### config.mk
export PLATFORM = sky130hd
export DESIGN_NAME = cpu_mem_bridge
export DESIGN_NICKNAME = d
export VERILOG_FILES = /design/src/axi_pkg.sv /design/src/cpu_mem_bridge.sv
export SDC_FILE = /design/constraint.sdc
export NUM_CORES = 1
export LEC_CHECK = 0
export ABC_AREA = 1
export BUFFER_PORTS_ARGS = -buffer_cell sky130_fd_sc_hd__buf_2
export CAP_MARGIN = 20
export CORE_UTILIZATION = 38
export CTS_CLUSTER_DIAMETER = 80
export CTS_CLUSTER_SIZE = 30
export DETAILED_ROUTE_END_ITERATION = 16
export PLACE_DENSITY = 0.75
export SYNTH_ARGS = -nofsm -noshare
export SYNTH_HDL_FRONTEND = slang
export SYNTH_SLANG_ARGS = --single-unit
export TNS_END_PERCENT = 50
### constraint.sdc
create_clock -name clk_i -period 2.3 [get_ports clk_i]
set_input_delay 0.575 -clock clk_i [delete_from_list [all_inputs] [get_ports clk_i]]
set_output_delay 0.575 -clock clk_i [all_outputs]
set_load 0.05 [all_outputs]
### src/axi_pkg.sv
package axi_pkg;

	// AXI-lite link geometry
	localparam int ADDR_W = 32; // Byte address
	localparam int DATA_W = 32; // One word per beat
	localparam int STRB_W = DATA_W / 8; // One strobe bit per byte lane

	// Response codes as they appear on RRESP and BRESP
	typedef enum logic [1:0] {
		OKAY   = 2'b00,
		SLVERR = 2'b10, // Slave saw the access but refused it
		DECERR = 2'b11  // Nobody lives at this address
	} axi_resp_e;

endpackage

### src/cpu_mem_bridge.sv
`timescale 1ns/1ps

module cpu_mem_bridge
	import axi_pkg::*;
(
	input  logic              clk_i,
	input  logic              reset_i,
	// CPU data port, strobes held until ready
	input  logic              mem_rd_i,
	input  logic              mem_wr_i,
	input  logic [ADDR_W-1:0] mem_addr_i,
	input  logic [DATA_W-1:0] mem_wdata_i,
	input  logic [STRB_W-1:0] mem_byte_sel_i,
	output logic              mem_ready_o, // One cycle pulse
	output logic [DATA_W-1:0] mem_rdata_o,
	output logic              bus_err_o,
	// AR channel
	output logic              m_arvalid_o,
	input  logic              m_arready_i,
	output logic [ADDR_W-1:0] m_araddr_o,
	// R channel
	input  logic              m_rvalid_i,
	output logic              m_rready_o,
	input  logic [DATA_W-1:0] m_rdata_i,
	input  axi_resp_e         m_rresp_i,
	// AW channel
	output logic              m_awvalid_o,
	input  logic              m_awready_i,
	output logic [ADDR_W-1:0] m_awaddr_o,
	// W channel
	output logic              m_wvalid_o,
	input  logic              m_wready_i,
	output logic [DATA_W-1:0] m_wdata_o,
	output logic [STRB_W-1:0] m_wstrb_o,
	// B channel
	input  logic              m_bvalid_i,
	output logic              m_bready_o,
	input  axi_resp_e         m_bresp_i
);

	typedef enum logic [2:0] {
		IDLE,
		READ_ADDR,
		READ_RESP,
		WRITE_REQ,
		WRITE_RESP,
		DONE
	} state_e;

	state_e            state_q;
	logic              aw_done_q, w_done_q; // Write channels already transferred
	logic              aw_fire, w_fire;
	logic [ADDR_W-1:0] addr_q;
	logic [DATA_W-1:0] wdata_q;
	logic [STRB_W-1:0] strb_q;
	logic [DATA_W-1:0] rdata_q;
	logic              err_q;

	assign aw_fire = m_awvalid_o & m_awready_i;
	assign w_fire  = m_wvalid_o & m_wready_i;

	// Request payload, frozen once we leave IDLE
	always_ff @(posedge clk_i) begin
		if (state_q == IDLE) begin
			addr_q  <= mem_addr_i;
			wdata_q <= mem_wdata_i;
			strb_q  <= mem_byte_sel_i;
		end
	end

	always_ff @(posedge clk_i) begin
		if (reset_i) begin
			state_q   <= IDLE;
			aw_done_q <= 1'b0;
			w_done_q  <= 1'b0;
			err_q     <= 1'b0;
		end else begin
			case (state_q)
				IDLE: begin
					aw_done_q <= 1'b0;
					w_done_q  <= 1'b0;
					if (mem_rd_i)
						state_q <= READ_ADDR; // Read wins if both strobes are up
					else if (mem_wr_i)
						state_q <= WRITE_REQ;
				end
				READ_ADDR:
					if (m_arready_i)
						state_q <= READ_RESP;
				READ_RESP:
					if (m_rvalid_i) begin
						err_q   <= (m_rresp_i != OKAY);
						state_q <= DONE;
					end
				WRITE_REQ: begin
					// AW and W may land in different cycles
					if (aw_fire)
						aw_done_q <= 1'b1;
					if (w_fire)
						w_done_q <= 1'b1;
					if ((aw_done_q | aw_fire) & (w_done_q | w_fire))
						state_q <= WRITE_RESP;
				end
				WRITE_RESP:
					if (m_bvalid_i) begin
						err_q   <= (m_bresp_i != OKAY);
						state_q <= DONE;
					end
				default:
					state_q <= IDLE; // DONE lasts one cycle
			endcase
		end
	end

	// Read data back to the CPU
	always_ff @(posedge clk_i) begin
		if (m_rvalid_i & m_rready_o)
			rdata_q <= m_rdata_i;
		else if (m_bvalid_i & m_bready_o)
			rdata_q <= '0; // Writes return zero
	end

	assign m_arvalid_o = (state_q == READ_ADDR);
	assign m_araddr_o  = addr_q;
	assign m_rready_o  = (state_q == READ_RESP);
	assign m_awvalid_o = (state_q == WRITE_REQ) & ~aw_done_q;
	assign m_awaddr_o  = addr_q;
	assign m_wvalid_o  = (state_q == WRITE_REQ) & ~w_done_q;
	assign m_wdata_o   = wdata_q;
	assign m_wstrb_o   = strb_q;
	assign m_bready_o  = (state_q == WRITE_RESP);
	assign mem_ready_o = (state_q == DONE);
	assign mem_rdata_o = rdata_q;
	assign bus_err_o   = err_q;

endmodule

### Yosys cells after proc, flatten, opt, wreduce, memory -nomap -nowiden

Index checks and enable logic that the tools add are counted.

* register bits: 106
* input bits: 113
* output and inout bits: 139
* word-level logic and storage cells: 57

* equal/unequal tests: 12
* multiplexer cells: 16
* bitwise gates (word level): 11
* reductions and logical operators: 10

Operators with widths (count)
* 32-bit 2-to-1 mux: 2
* 3-bit 2-to-1 mux: 6
* 3-bit case mux with 5 select lines: 1
* 2-bit inequality test (second input constant): 5
* 2-bit nonzero test: 5
* 1-bit bitwise AND: 7
* 3-bit by 2-bit == test with 1-bit output (second input constant): 2
* 3-bit == test (second input constant): 2
* 1-bit case mux with 2 select lines: 3
* 5-bit AND reduction: 1
* 1-bit 2-to-1 mux: 4
* 2-bit AND reduction: 2
* 3-bit by 1-bit == test with 1-bit output (second input constant): 1
* 3-bit zero test: 1
* 3-bit inequality test (second input constant): 1
* 3-bit AND reduction: 1
* 2-bit by 1-bit inequality test with 1-bit output (second input constant): 1
* 1-bit NOT: 2
* 1-bit bitwise OR: 2

### Depth between registers and ports, before layout

* depth after elaboration: 7
* gate-level depth with buffers: 9
* gate-level depth less buffers: 8

### Worst setup path after synthesis

No wires, ideal clock.

* path kind: register -> register
* from: reg state_q[1]
* to: reg addr_q[0] (netlist: m_araddr_o[0]), enable pin
* library setup time: 423 ps
* arrival time: 2012 ps
* required time: 1877 ps
* path slack: -135 ps
* cell stages (with the launch flop): 5
* path buffers: 1
* period minus slack after synthesis: 2435 ps
* cell sequence: dfxtp_1 -> buf_2 -> nor2_2 -> nand2_1 -> inv_1

* longest elaborated chain between the ends: 1

Ends and longest elaborated chain
* from (decl): RTL line cpu_mem_bridge.sv:50 `state_e state_q;`
* from (signal assigned): RTL line cpu_mem_bridge.sv:73 `state_q <= IDLE;`
* from (signal assigned): RTL line cpu_mem_bridge.sv:83 `state_q <= READ_ADDR;`
* from (signal assigned): RTL line cpu_mem_bridge.sv:85 `state_q <= WRITE_REQ;`
* 3-bit zero test: RTL line cpu_mem_bridge.sv:64 `if (state_q == IDLE) begin`
* to (signal assigned): RTL line cpu_mem_bridge.sv:65 `addr_q <= mem_addr_i;`
* to (decl): RTL line cpu_mem_bridge.sv:53 `logic [ADDR_W-1:0] addr_q;`

Every way passes these cells.
A chain may end at the register's enable or synchronous reset.

### Final worst setup path

* from: reg state_q[1]
* to: out m_awvalid_o

* longest elaborated chain between the ends: 2

Ends and longest elaborated chain
* 3-bit by 2-bit == test with 1-bit output: RTL line cpu_mem_bridge.sv:126 `assign m_awvalid_o = (state_q == WRITE_REQ) & ~aw_done_q;`
* 1-bit bitwise AND: RTL line cpu_mem_bridge.sv:126
* to (decl): RTL line cpu_mem_bridge.sv:27 `output logic m_awvalid_o,`

Every way passes these cells.

==> reports/results.tsv <==
stage	metric	value	unit
synth	Synth area leaders	edfxtp_1, buf_4, nor2_1, inv_1, dfxtp_1	
drt	drt first pass iters	4	
sta	final count of hold timing violations	0	
synth	Synth cell types	20	
grt	met2 Use GR	31.6	%
clocking	post-CTS setup buffer count	0	
power_and_ir_drop	Sw Share	51.4	%
drt	drt total wl	8.81	mm
power_and_ir_drop	clock power share	12.6	%
clocking	Root Driver	clkbuf_8	
final_layout	Design Area, Final	0.00535	mm²
synth	number of synthesized register bits	106	
sta	relative slew slack	77.4	%
drt	vias	2732	
clocking	Max Root-Sink Buffers	2	
synth	Syn Area/Cell	14.4	µm²
min_path	Hold/Removal Path Class	in -> reg	
sta	RSZ-0062 raised after global routing	false	
job	max-cap violation count	0	
final_layout	layout cell share with drive strength beyond 1	55.5	%
synth	xor/xnor share of the synthesized area	0	%
power_and_ir_drop	Net Switching	0.00448	W
clocking	Worst-Skew Late Latency	0.37	ns
grt	first-pass GRT wire length	13.3	mm
sta	Fmax	0.467	GHz
die	Cell Rows	36	
synth	YS warnings	0	
power_and_ir_drop	Pleak	2.53	nW
final_layout	post-layout util	54.0	%
clocking	clock buffer count from CTS	9	
sta	part of the cycle the worst path needs	93.1	%
grt	initial antenna violation count	0	
final_layout	ant diodes	0	
grt	global route hottest layer	met2	
synth	Syn Nets	387	
clocking	hold_buf cts	0	
synth	Post-Synth Simple-Gate Area	8.41	%
synth	cells after synthesis	274	
clocking	Post-CTS Resized	0	
grt	largest net degree at the start of global routing	39	
critical_path	Worst Setup Start Kind	register	
clocking	H-tree levels	3	
critical_path	critical path class	reg -> out	
drt	DRC	0	
power_and_ir_drop	Comb power frac	51.1	%
critical_path	Arrival @ worst endpoint	1.57	ns
power_and_ir_drop	Total Power	0.00871	W
grt	global route overflow	0	
sta	Tmin final	2.14	ns
drt	DR WL/cell	13.7	µm
die	die area	0.0108	mm²
synth	mapped cell area	0.00394	mm²
placed_design	placed cell areas	0.00517	mm²
synth	Synth area leader	edfxtp_1	
run_status	status	finished clean	
power_and_ir_drop	share of power burned in registers	36.4	%
power_and_ir_drop	Internal	0.00423	W
synth	area share of the largest cell type after synthesis	76.2	%
drt	DR iter-0 viols	122	
grt	met1 usage	16.0	%
grt	vias in the first global route	2738	
sta	setup TNS	0	ns
power_and_ir_drop	pwr/cell area	1630	mW/mm²
grt	GR Util met3	4.53	%
placed_design	dpl cells	626	
sta	worst clock skew	0.00648	ns
sta	Slew Limit Fails	0	
synth	post-synthesis mux area share	0	%
drt	Antenna Nets Post-Route	0	
synth	post-synthesis compound-gate area fraction	1.17	%
final_layout	Non-Filler Instances	641	
placed_design	HPWL after DPL	6.89	mm
die	starting density of the core	39.8	%
synth	main combinational cell family by area after synthesis	buffers and inverters	
die	Die H	104	µm
placed_design	Placer Congestion	0.801	
die	Core Area	0.00991	mm²
clocking	CTS tree	done	
clocking	clock sinks	106	
final_layout	nets	617	
grt	Total GRT Usage	16.4	%
synth	Adder-Cell Fraction of Synth Area	0	%
placed_design	PortBufs	251	
die	IO Count	252	
die	Die W	104	µm
power_and_ir_drop	VDD IR-drop max	856	µV
critical_path	crit end category	output port	
sta	Least-Margin Pin Slew	0.339	ns
drt	vias per cell	4.26	
final_layout	synth-to-layout area growth	35.8	%
synth	sequential fraction of the synthesis area	79.2	%
clocking	clk slew on worst S/H paths	0.10	ns
critical_path	CP required	1.73	ns
sta	Setup-failing EPs final	0	
critical_path	CP max FO	9	
power groups by stage:
stage	Combinational, W	Sequential (W)	Clock (W)
after floorplan	0.00176	0.00512	0
after global placement	0.00441	0.00320	0
after detailed placement	0.00446	0.00322	0
after CTS	0.00446	0.00318	0.00113
after global routing	0.00464	0.00324	0.00118
final	0.00445	0.00317	0.00109
kinds of logic (layout without fill, tap and decap cells):
kind of cell / count (synthesis) / count (layout)
flops: 106 / 106
simple gates: 77 / 77
compound gates: 8 / 8
buf+inv: 83 / 317
path summary, 6_finish.rpt:
kind	start	end	slack, ns	depth (start not counted)
setup / recovery	state_q[1]$_SDFFE_PP0P_	m_awvalid_o	0.16	5
hold / removal	mem_addr_i[2]	m_araddr_o[2]$_DFFE_PP_	0.38	1
setup reg to reg	state_q[2]$_SDFFE_PP0P_	m_araddr_o[22]$_DFFE_PP_	0.56	4
hold reg to reg	bus_err_o$_SDFFE_PP0P_	bus_err_o$_SDFFE_PP0P_	0.49	2
area by class of cell:
class / instances / area (µm²)
Tap cell: 133 / 166
Timing Repair Buffer: 256 / 1320
Clock inverter: 6 / 57.6
Clock buffer: 9 / 124
Inverter: 46 / 176
Fill cell: 852 / 4560
Multi-Input combinational cell: 85 / 385
Sequential cell: 106 / 3120
synth_stat cells, drive strengths merged:
master	number
o21ai	3
clkinv	1
nand3	8
inv	45
or2	1
edfxtp	100
nor2	48
nand3b	1
nor3	3
buf	37
dfxtp	6
a21oi	4
a211oi	1
nand2	16
critical path: stages (launching register included):
cell	delay, ns
dfxtp_1	0.53
nand2_2	0.11
nor2_4	0.14
inv_2	0.06
nor2_2	0.10
buf_2	0.27
through the flow:
step / setup WS [ns] / hold slack [ns]
floorplan: 0.131 / 0.464
global placement: 0.597 / 0.465
detailed placement: 0.550 / 0.478
CTS: 0.133 / 0.354
global route: 0.0452 / 0.350
finish: 0.158 / 0.375
sequential cells by signal, summed over array words and instances, names as in the netlist:
signal       flops
m_araddr_o      32
m_wdata_o       32
mem_rdata_o     32
m_wstrb_o        4
state_q          3
aw_done_q        1
bus_err_o        1
w_done_q         1
layout by cell type (no fill, tap or decap), types with 3 or more instances in the layout:
master / netlist / layout
a21oi_1: 4 / 4
nand2_1: 14 / 14
nor2_1: 43 / 43
edfxtp_1: 100 / 100
clkbuf_8: 0 / 9
inv_2: 4 / 4
nor2_2: 4 / 4
nand3_1: 8 / 8
dfxtp_1: 6 / 6
buf_4: 33 / 3
clkinv_1: 1 / 4
nor3_1: 3 / 3
inv_1: 41 / 40
buf_2: 4 / 251
metal layers:
layer | up-vias | wire length [µm]
met2 | 147 | 4920
met3 | 10 | 617
met5 | - | 0
met1 | 1248 | 3150
met4 | 0 | 125
li1 | 1327 | -
No activity file was read; power rests on OpenSTA's default activity.
