[src/axi_pkg.sv]
package axi_pkg;

	// AXI-lite link geometry
	localparam int ADDR_W = 32; // Byte address
	localparam int DATA_W = 32; // One word per beat
	localparam int STRB_W = DATA_W / 8; // One strobe bit per byte lane

	// Response codes as they appear on RRESP and BRESP
	typedef enum logic [1:0] {
		OKAY   = 2'b00,
		SLVERR = 2'b10, // Slave saw the access but refused it
		DECERR = 2'b11  // Nobody lives at this address
	} axi_resp_e;

endpackage

[src/soc_pkg.sv]
package soc_pkg;

	// RAM window, decoded wide but only RAM_WORDS backed
	localparam logic [31:0] RAM_BASE  = 32'h0000_0000;
	localparam logic [31:0] RAM_SPACE = 32'h0002_ffff;
	// Boot controller register window
	localparam logic [31:0] BOOT_BASE  = 32'h0003_0000;
	localparam logic [31:0] BOOT_SPACE = 32'h0000_00ff;
	// Not decoded in this SoC, only jump targets for the boot code
	localparam logic [31:0] SPI_BASE = 32'h0006_0000;
	localparam logic [31:0] DDR_BASE = 32'h1000_0000;

	localparam int RAM_WORDS = 1024; // 4 KiB, aliases across the window
	localparam int RAM_IDX_W = $clog2(RAM_WORDS);

	// Boot controller register offsets
	localparam logic [7:0] BOOT_SRC_REG = 8'h00; // Strapped source, read only
	localparam logic [7:0] BOOT_VEC_REG = 8'h04; // Boot vector, read/write

	// Strapping pin encoding
	typedef enum logic [1:0] {
		BOOT_SPI  = 2'd0,
		BOOT_SRAM = 2'd1,
		BOOT_DDR  = 2'd2 // Pin value 3 falls back to SRAM
	} boot_src_e;

	// Decoder target
	typedef enum logic [1:0] {
		SEL_RAM,
		SEL_BOOT,
		SEL_NONE // Unmapped, decoder answers itself
	} slv_sel_e;

endpackage

[src/axi_decoder.sv]
`timescale 1ns/1ps

module axi_decoder
	import axi_pkg::*;
	import soc_pkg::*;
(
	input  logic              clk_i,
	input  logic              reset_i,
	// From the bridge
	input  logic              s_arvalid_i, s_awvalid_i, s_wvalid_i,
	output logic              s_arready_o, s_awready_o, s_wready_o,
	output logic              s_rvalid_o, s_bvalid_o,
	input  logic              s_rready_i, s_bready_i,
	input  logic [ADDR_W-1:0] s_araddr_i, s_awaddr_i,
	input  logic [DATA_W-1:0] s_wdata_i,
	input  logic [STRB_W-1:0] s_wstrb_i,
	output logic [DATA_W-1:0] s_rdata_o,
	output axi_resp_e         s_rresp_o, s_bresp_o,
	// To the RAM
	output logic              m_ram_arvalid_o, m_ram_awvalid_o, m_ram_wvalid_o,
	input  logic              m_ram_arready_i, m_ram_awready_i, m_ram_wready_i,
	input  logic              m_ram_rvalid_i, m_ram_bvalid_i,
	output logic              m_ram_rready_o, m_ram_bready_o,
	output logic [ADDR_W-1:0] m_ram_araddr_o, m_ram_awaddr_o,
	output logic [DATA_W-1:0] m_ram_wdata_o,
	output logic [STRB_W-1:0] m_ram_wstrb_o,
	input  logic [DATA_W-1:0] m_ram_rdata_i,
	input  axi_resp_e         m_ram_rresp_i, m_ram_bresp_i,
	// To the boot controller
	output logic              m_boot_arvalid_o, m_boot_awvalid_o, m_boot_wvalid_o,
	input  logic              m_boot_arready_i, m_boot_awready_i, m_boot_wready_i,
	input  logic              m_boot_rvalid_i, m_boot_bvalid_i,
	output logic              m_boot_rready_o, m_boot_bready_o,
	output logic [ADDR_W-1:0] m_boot_araddr_o, m_boot_awaddr_o,
	output logic [DATA_W-1:0] m_boot_wdata_o,
	output logic [STRB_W-1:0] m_boot_wstrb_o,
	input  logic [DATA_W-1:0] m_boot_rdata_i,
	input  axi_resp_e         m_boot_rresp_i, m_boot_bresp_i
);

	slv_sel_e          sel_d, sel_q; // Live decode, and target of the open transaction
	logic              busy_q; // Address taken, response not yet
	logic              dec_rvalid_q, dec_bvalid_q; // Local DECERR responses
	logic              ar_go, aw_go;
	logic [ADDR_W-1:0] req_addr;

	assign req_addr = s_arvalid_i ? s_araddr_i : s_awaddr_i; // One request at a time

	// Range check, subtraction wraps so below-base misses too
	always_comb begin
		if ((req_addr - RAM_BASE) <= RAM_SPACE)
			sel_d = SEL_RAM;
		else if ((req_addr - BOOT_BASE) <= BOOT_SPACE)
			sel_d = SEL_BOOT;
		else
			sel_d = SEL_NONE; // UART, SPI, DDR end up here
	end

	// Requests only reach the chosen slave, and only when idle
	assign m_ram_arvalid_o  = s_arvalid_i & ~busy_q & (sel_d == SEL_RAM);
	assign m_ram_awvalid_o  = s_awvalid_i & ~busy_q & (sel_d == SEL_RAM);
	assign m_ram_wvalid_o   = s_wvalid_i & ~busy_q & (sel_d == SEL_RAM);
	assign m_boot_arvalid_o = s_arvalid_i & ~busy_q & (sel_d == SEL_BOOT);
	assign m_boot_awvalid_o = s_awvalid_i & ~busy_q & (sel_d == SEL_BOOT);
	assign m_boot_wvalid_o  = s_wvalid_i & ~busy_q & (sel_d == SEL_BOOT);
	assign m_ram_araddr_o   = s_araddr_i;
	assign m_ram_awaddr_o   = s_awaddr_i;
	assign m_ram_wdata_o    = s_wdata_i;
	assign m_ram_wstrb_o    = s_wstrb_i;
	assign m_boot_araddr_o  = s_araddr_i;
	assign m_boot_awaddr_o  = s_awaddr_i;
	assign m_boot_wdata_o   = s_wdata_i;
	assign m_boot_wstrb_o   = s_wstrb_i;

	always_comb begin
		s_arready_o = 1'b0;
		s_awready_o = 1'b0;
		s_wready_o  = 1'b0;
		if (!busy_q) begin
			case (sel_d)
				SEL_RAM: begin
					s_arready_o = m_ram_arready_i;
					s_awready_o = m_ram_awready_i;
					s_wready_o  = m_ram_wready_i;
				end
				SEL_BOOT: begin
					s_arready_o = m_boot_arready_i;
					s_awready_o = m_boot_awready_i;
					s_wready_o  = m_boot_wready_i;
				end
				default: begin
					s_arready_o = s_arvalid_i;
					s_awready_o = s_awvalid_i & s_wvalid_i; // Write data is swallowed
					s_wready_o  = s_awvalid_i & s_wvalid_i;
				end
			endcase
		end
	end

	assign ar_go = s_arvalid_i & s_arready_o;
	assign aw_go = s_awvalid_i & s_awready_o;

	// Response mux follows the captured select
	always_comb begin
		case (sel_q)
			SEL_RAM: begin
				s_rvalid_o = m_ram_rvalid_i;
				s_rdata_o  = m_ram_rdata_i;
				s_rresp_o  = m_ram_rresp_i;
				s_bvalid_o = m_ram_bvalid_i;
				s_bresp_o  = m_ram_bresp_i;
			end
			SEL_BOOT: begin
				s_rvalid_o = m_boot_rvalid_i;
				s_rdata_o  = m_boot_rdata_i;
				s_rresp_o  = m_boot_rresp_i;
				s_bvalid_o = m_boot_bvalid_i;
				s_bresp_o  = m_boot_bresp_i;
			end
			default: begin
				s_rvalid_o = dec_rvalid_q;
				s_rdata_o  = '0;
				s_rresp_o  = DECERR;
				s_bvalid_o = dec_bvalid_q;
				s_bresp_o  = DECERR;
			end
		endcase
	end

	assign m_ram_rready_o  = s_rready_i & (sel_q == SEL_RAM);
	assign m_ram_bready_o  = s_bready_i & (sel_q == SEL_RAM);
	assign m_boot_rready_o = s_rready_i & (sel_q == SEL_BOOT);
	assign m_boot_bready_o = s_bready_i & (sel_q == SEL_BOOT);

	always_ff @(posedge clk_i) begin
		if (reset_i) begin
			busy_q       <= 1'b0;
			sel_q        <= SEL_NONE;
			dec_rvalid_q <= 1'b0;
			dec_bvalid_q <= 1'b0;
		end else begin
			if (ar_go | aw_go) begin
				busy_q <= 1'b1;
				sel_q  <= sel_d;
			end else if ((s_rvalid_o & s_rready_i) | (s_bvalid_o & s_bready_i))
				busy_q <= 1'b0;
			if (ar_go)
				dec_rvalid_q <= (sel_d == SEL_NONE);
			else if (s_rready_i)
				dec_rvalid_q <= 1'b0;
			if (aw_go)
				dec_bvalid_q <= (sel_d == SEL_NONE);
			else if (s_bready_i)
				dec_bvalid_q <= 1'b0;
		end
	end

endmodule

[config.mk]
export PLATFORM = sky130hd
export DESIGN_NAME = axi_decoder
export DESIGN_NICKNAME = d
export VERILOG_FILES = /design/src/axi_pkg.sv /design/src/soc_pkg.sv /design/src/axi_decoder.sv
export SDC_FILE = /design/constraint.sdc
export NUM_CORES = 1
export LEC_CHECK = 0
export ABC_AREA = 1
export BUFFER_PORTS_ARGS = -buffer_cell sky130_fd_sc_hd__buf_2
export CAP_MARGIN = 40
export CORE_AREA = 10 10 164 166
export CTS_CLUSTER_SIZE = 14
export DETAILED_ROUTE_END_ITERATION = 8
export DIE_AREA = 0 0 174 176
export PLACE_DENSITY_LB_ADDON = 0.25
export RECOVER_POWER = 50
export SETUP_SLACK_MARGIN = 0.05
export SYNTH_ARGS = -nofsm -noshare
export SYNTH_HDL_FRONTEND = slang
export SYNTH_SLANG_ARGS = --single-unit
[constraint.sdc]
create_clock -name clk_i -period 4.1 [get_ports clk_i]
set_input_delay 0.82 -clock clk_i [delete_from_list [all_inputs] [get_ports clk_i]]
set_output_delay 0.82 -clock clk_i [all_outputs]
set_load 0.02 [all_outputs]
* Word-level counts from Yosys, hierarchy flattened *
Index checks and enable logic that the tools add are counted.

storage, ports and cells
  output and inout bits = 251
  logic and storage cells = 56
  input port bits = 189
  flip-flop bits (word level) = 5

operators by class
  bitwise logic cells = 21
  eq/ne operators = 3
  magnitude comparators = 2
  $add $sub $neg = 1
  multiplexer cells = 20
  reduce and logical (&&, ||, !) cells = 5

operators by type and width
  cell                                                                                number
  32-bit one-hot mux with 2 select lines                                              1
  32-bit by 18-bit less-or-equal comparator with 1-bit output, second input constant  1
  32-bit by 8-bit less-or-equal comparator with 1-bit output, second input constant   1
  32-bit 2-to-1 mux                                                                   1
  32-bit by 18-bit subtractor with 32-bit output, second input constant               1
  1-bit bitwise AND                                                                   18
  1-bit one-hot mux with 2 select lines                                               5
  1-bit 2-to-1 mux                                                                    9
  2-bit one-hot mux with 2 select lines                                               2
  2-bit nonzero test                                                                  3
  2-bit by 1-bit == test with 1-bit output, second input constant                     2
  2-bit logical NOT                                                                   2
  2-bit 2-to-1 mux                                                                    2
  2-bit == test, second input constant                                                1
  1-bit bitwise OR                                                                    2
  1-bit inverter                                                                      1

* Longest topological paths before layout *
  depth after elaboration = 11
  gate-level depth with buffers = 20
  mapped depth without buffers = 18

* Worst setup path after synthesis *
OpenSTA, ideal clock, no wires.

  path kind = input to output
  from = input s_arvalid_i
  to = output s_arready_o
  stages = 15
  path slack = 0.812 ns
  buffers on the path = 2
  arrival time = 2.468 ns
  path through = buf_6 > inv_4 > buf_6 > nand2_2 > nand2_2 > nand2_1 > nor2_2 > nand3_1 > nand2_1 > nand2_1 > nor2_2 > nand2_4 > nand2_2 > inv_1 > a211oi_1

between the ends
  word-level cells in the longest chain between the ends = 8
  elaborated cells on any way between the ends = 10
  classes of those cells = add/sub (1); order compare (2); eq/ne (1); mux (5); reduce/logical (1)

RTL lines
  element                                                                        RTL line           RTL
  start, declared                                                                axi_decoder.sv:10  input logic s_arvalid_i, s_awvalid_i, s_wvalid_i,
  32-bit 2-to-1 mux                                                              axi_decoder.sv:47  assign req_addr = s_arvalid_i ? s_araddr_i : s_awaddr_i;
  32-bit by 18-bit subtractor with 32-bit output                                 axi_decoder.sv:53  else if ((req_addr - BOOT_BASE) <= BOOT_SPACE)
  32-bit by 8-bit less-or-equal comparator with 1-bit output                     axi_decoder.sv:53
  2-bit 2-to-1 mux                                                               axi_decoder.sv:53
  2-bit 2-to-1 mux                                                               axi_decoder.sv:51  if ((req_addr - RAM_BASE) <= RAM_SPACE)
  2-bit by 1-bit == test with 1-bit output or 2-bit logical NOT (tied branches)  axi_decoder.sv:80  case (sel_d)
  1-bit one-hot mux with 2 select lines *                                        axi_decoder.sv:80
  1-bit 2-to-1 mux *                                                             axi_decoder.sv:79  if (!busy_q) begin
  end, declared                                                                  axi_decoder.sv:11  output logic s_arready_o, s_awready_o, s_wready_o,

Mark *: on every way between the ends. The rest lies on a longest branch, timed or not.

* Final worst setup path *
Same ends and word-level chain as after synthesis.

==> impl_metrics.py <==
metrics = {
    "run_status": {
        "status": "finished clean",
    },
    "worst_setup_path": {
        "start_kind": "input port",
        "startpoint": "s_arvalid_i",
        "cp_data_required_time_ns": 3.28,
        "crit_path_cell_trace": "buf_2, buf_12, nand2_1, o21ai_1, nand2_1, nor2_1, nand2_1, nor2_1, nand2_1, nor2_4, nand2_4, nand2_2, inv_1, a211oi_1, buf_2",
        "cp-end-kind": "primary output",
        "crit_family": "simple AND/OR/NAND/NOR gates",
        "crit_slowest_cell": "buf_2",
        "arrival_ns": 2.83,
        "r2r-start": "sel_q[1]",
        "cp_num_buf_inv": 4,
        "crit_fanout": 25,
        "cpMostUsedCell": "nand2_1",
        "slowest_delay_ns": 0.24,
        "crit_type": "in -> out",
    },
    "yosys": {
        "syn_nets": 682,
        "synth_top_flop_cell": "dfxtp_1",
        "synth_seq_cells": 5,
        "synth_cells": 493,
        "synth_seq_area_share_pct": 3.26,
        "synth_area_leaders": "buf_4 (49%), nand2_1 (11%), a22o_1 (9.1%)",
        "synthDistinctLibCells": 33,
        "yosys-top-cells-count": "buf_4 (201), nand2_1 (88), inv_1 (60)",
        "synth_area_um2": 3070,
        "synthArstFlopShare_pct": 0,
        "postSynthAreaPerCell_um2": 6.23,
        "synth_top_cell_by_area": "buf_4",
        "synth-edff-count": 0,
        "synth_top_area_share_pct": 49.1,
        "yosysWarnings": 0,
        "yosysMostFrequentCell": "buf_4",
    },
    "global_routing": {
        "grt_pass1_wl_um": 20200,
        "antenna_found_initial": 2,
        "grt_max_degree": 34,
        "grt_usage_pct": 8.46,
        "first_global_vias": 3263,
        "grt_overflow": 0,
    },
    "clock_network": {
        "cts.sinks": 5,
        "htreeDepth": 1,
        "ctsResizeCount": 0,
        "cts.clk_slew.worst_paths_ns": 0.03,
        "cts_tree": "yes",
        "postCtsSetupBuffers": 0,
        "insertion_delay_ns": 0.22,
        "cts_root_buf": "clkbuf_16",
        "cts_buffer_depth": 2,
        "cts_buffers": 3,
        "cts_hold_buf": 0,
    },
    "detailed_routing": {
        "route.met2.wl_um": 6910,
        "drc_errors": 0,
        "wl_met1_um": 5450,
        "routed_wl_um": 14500,
        "vias": 3019,
        "ant_nets": 0,
        "routed.top_layer": "met4",
        "dr_wl_met3_um": 1800,
        "drt-vias-per-instance": 3.37,
        "firstDrtPassIters": 4,
        "wl_per_cell_um": 16.2,
        "drt-initial-drc-count": 135,
    },
    "timing": {
        "finalSetupViolCount": 0,
        "period_share_pct": 89.1,
        "tightest_slew_ns": 0.376,
        "tns_ns": 0,
        "slew_headroom_pct": 74.9,
        "max_freq_ghz": 0.274,
        "post-route-min-period_ns": 3.65,
        "clock_skew_ns": 0.00147,
        "setup_ws_ns": 0.445,
        "drv_slew": 0,
        "rsz0062_at_grt": "no",
        "finalHoldViolations": 0,
    },
    "pwr": {
        "peakVddDrop_v": 0.000195,
        "powerDensity_nw_per_um2": 178,
        "power_leakage_nw": 2.03,
    },
    "flow_run": {
        "maxCapViolations": 0,
    },
    "cells_and_area": {
        "drive_gt1_share_pct": 51.5,
        "syn_to_final_growth_pct": 10.5,
        "instances_no_fill": 895,
        "num_antenna_cells": 0,
        "fin_nets": 761,
    },
    "worst_hold_path": {
        "hold_path_class": "reg -> reg",
        "min_from": "dec_rvalid_q",
    },
    "die": {
        "start_util_pct": 12.9,
        "die_h_um": 176,
        "die_w_um": 174,
        "rows": 57,
        "io_pins": 440,
        "die_area_um2": 30600,
        "core_area_um2": 23800,
    },
    "placed_design": {
        "pre_cts_ws_ns": 0.405,
        "gp_routability_congestion": 0.774,
        "dp_hpwl_um": 13100,
        "io_buffers": 283,
        "dp.cells": 891,
    },
}
## stage by stage
| stage | hold slack [ns] | area, um2 | power, mW | utilization (%) |
|---|---|---|---|---|
| 2_1_floorplan | 0.446 | 3070 | 0.486 | - |
| 3_3_place_gp | 0.469 | 3350 | 0.458 | 14.0 |
| 3_5_place_dp | 0.471 | 3350 | 0.457 | 14.0 |
| 4_1_cts | 0.476 | 3420 | 0.618 | 14.4 |
| 5_1_grt | 0.509 | 3390 | 0.653 | 14.3 |
| 6_report | 0.476 | 3390 | 0.604 | 14.3 |
## worst reg2reg max path: stages (launching register included)
cell	delay (ns)
dfxtp_1	0.34
nor2_2	0.09
buf_4	0.34
inv_1	0.24
nor2_1	0.19
nor3_1	0.10
a221o_1	0.34
nand3_1	0.09
nand2_1	0.05
inv_1	0.05
## final timing paths
| kind | to | slack, ns | cells past startpoint |
|---|---|---|---|
| min reg2reg | dec_rvalid_q | 0.48 | 2 |
| max | s_arready_o | 0.45 | 15 |
| min | dec_rvalid_q | 0.48 | 2 |
| max reg2reg | busy_q | 2.23 | 9 |
## final cells by class
cell class              count  area (um2)
fillers                  2899       20400
repair buffers            286        1420
multi-input cells         212        1150
well taps                 324         405
inverters                  64         243
flip-flops and latches      5         100
clock buffers               4        78.8
## layout by cell type, fill, tap and decap left out, types with 3 or more instances in the layout
cell type / n
clkbuf_16: 3
nor2_2: 6
nor2_1: 32
nor3_1: 4
dfxtp_1: 5
clkbuf_1: 25
nand2_2: 9
buf_2: 259
o22a_1: 4
nand3_1: 9
nand2_1: 88
inv_1: 60
o21ai_2: 3
inv_2: 3
a22o_1: 32
## registers in the layout (all words and copies together) (netlist names)
register / flops
sel_q: 2
dec_rvalid_q: 1
dec_bvalid_q: 1
busy_q: 1
## cell families after synthesis
group	count (synthesis)	synth area share (%)
compound gates	51	13.6
buf+inv	276	59.6
simple gates	161	23.5
flops	5	3.26
## per-layer routing
metal	track usage [%]	vias up
li1	-	1473
met1	8.94	1248
met3	4.34	29
met2	14.8	269
met4	1.89	0
met5	0	-
## power by group
| part | switching [mW] | internal [mW] | leakage, nW |
|---|---|---|---|
| Sequential | 0.00372 | 0.0529 | 0.0413 |
| Combinational | 0.248 | 0.141 | 1.95 |
| Clock | 0.0296 | 0.129 | 0.0382 |
Power figures use the tool's default switching activity.
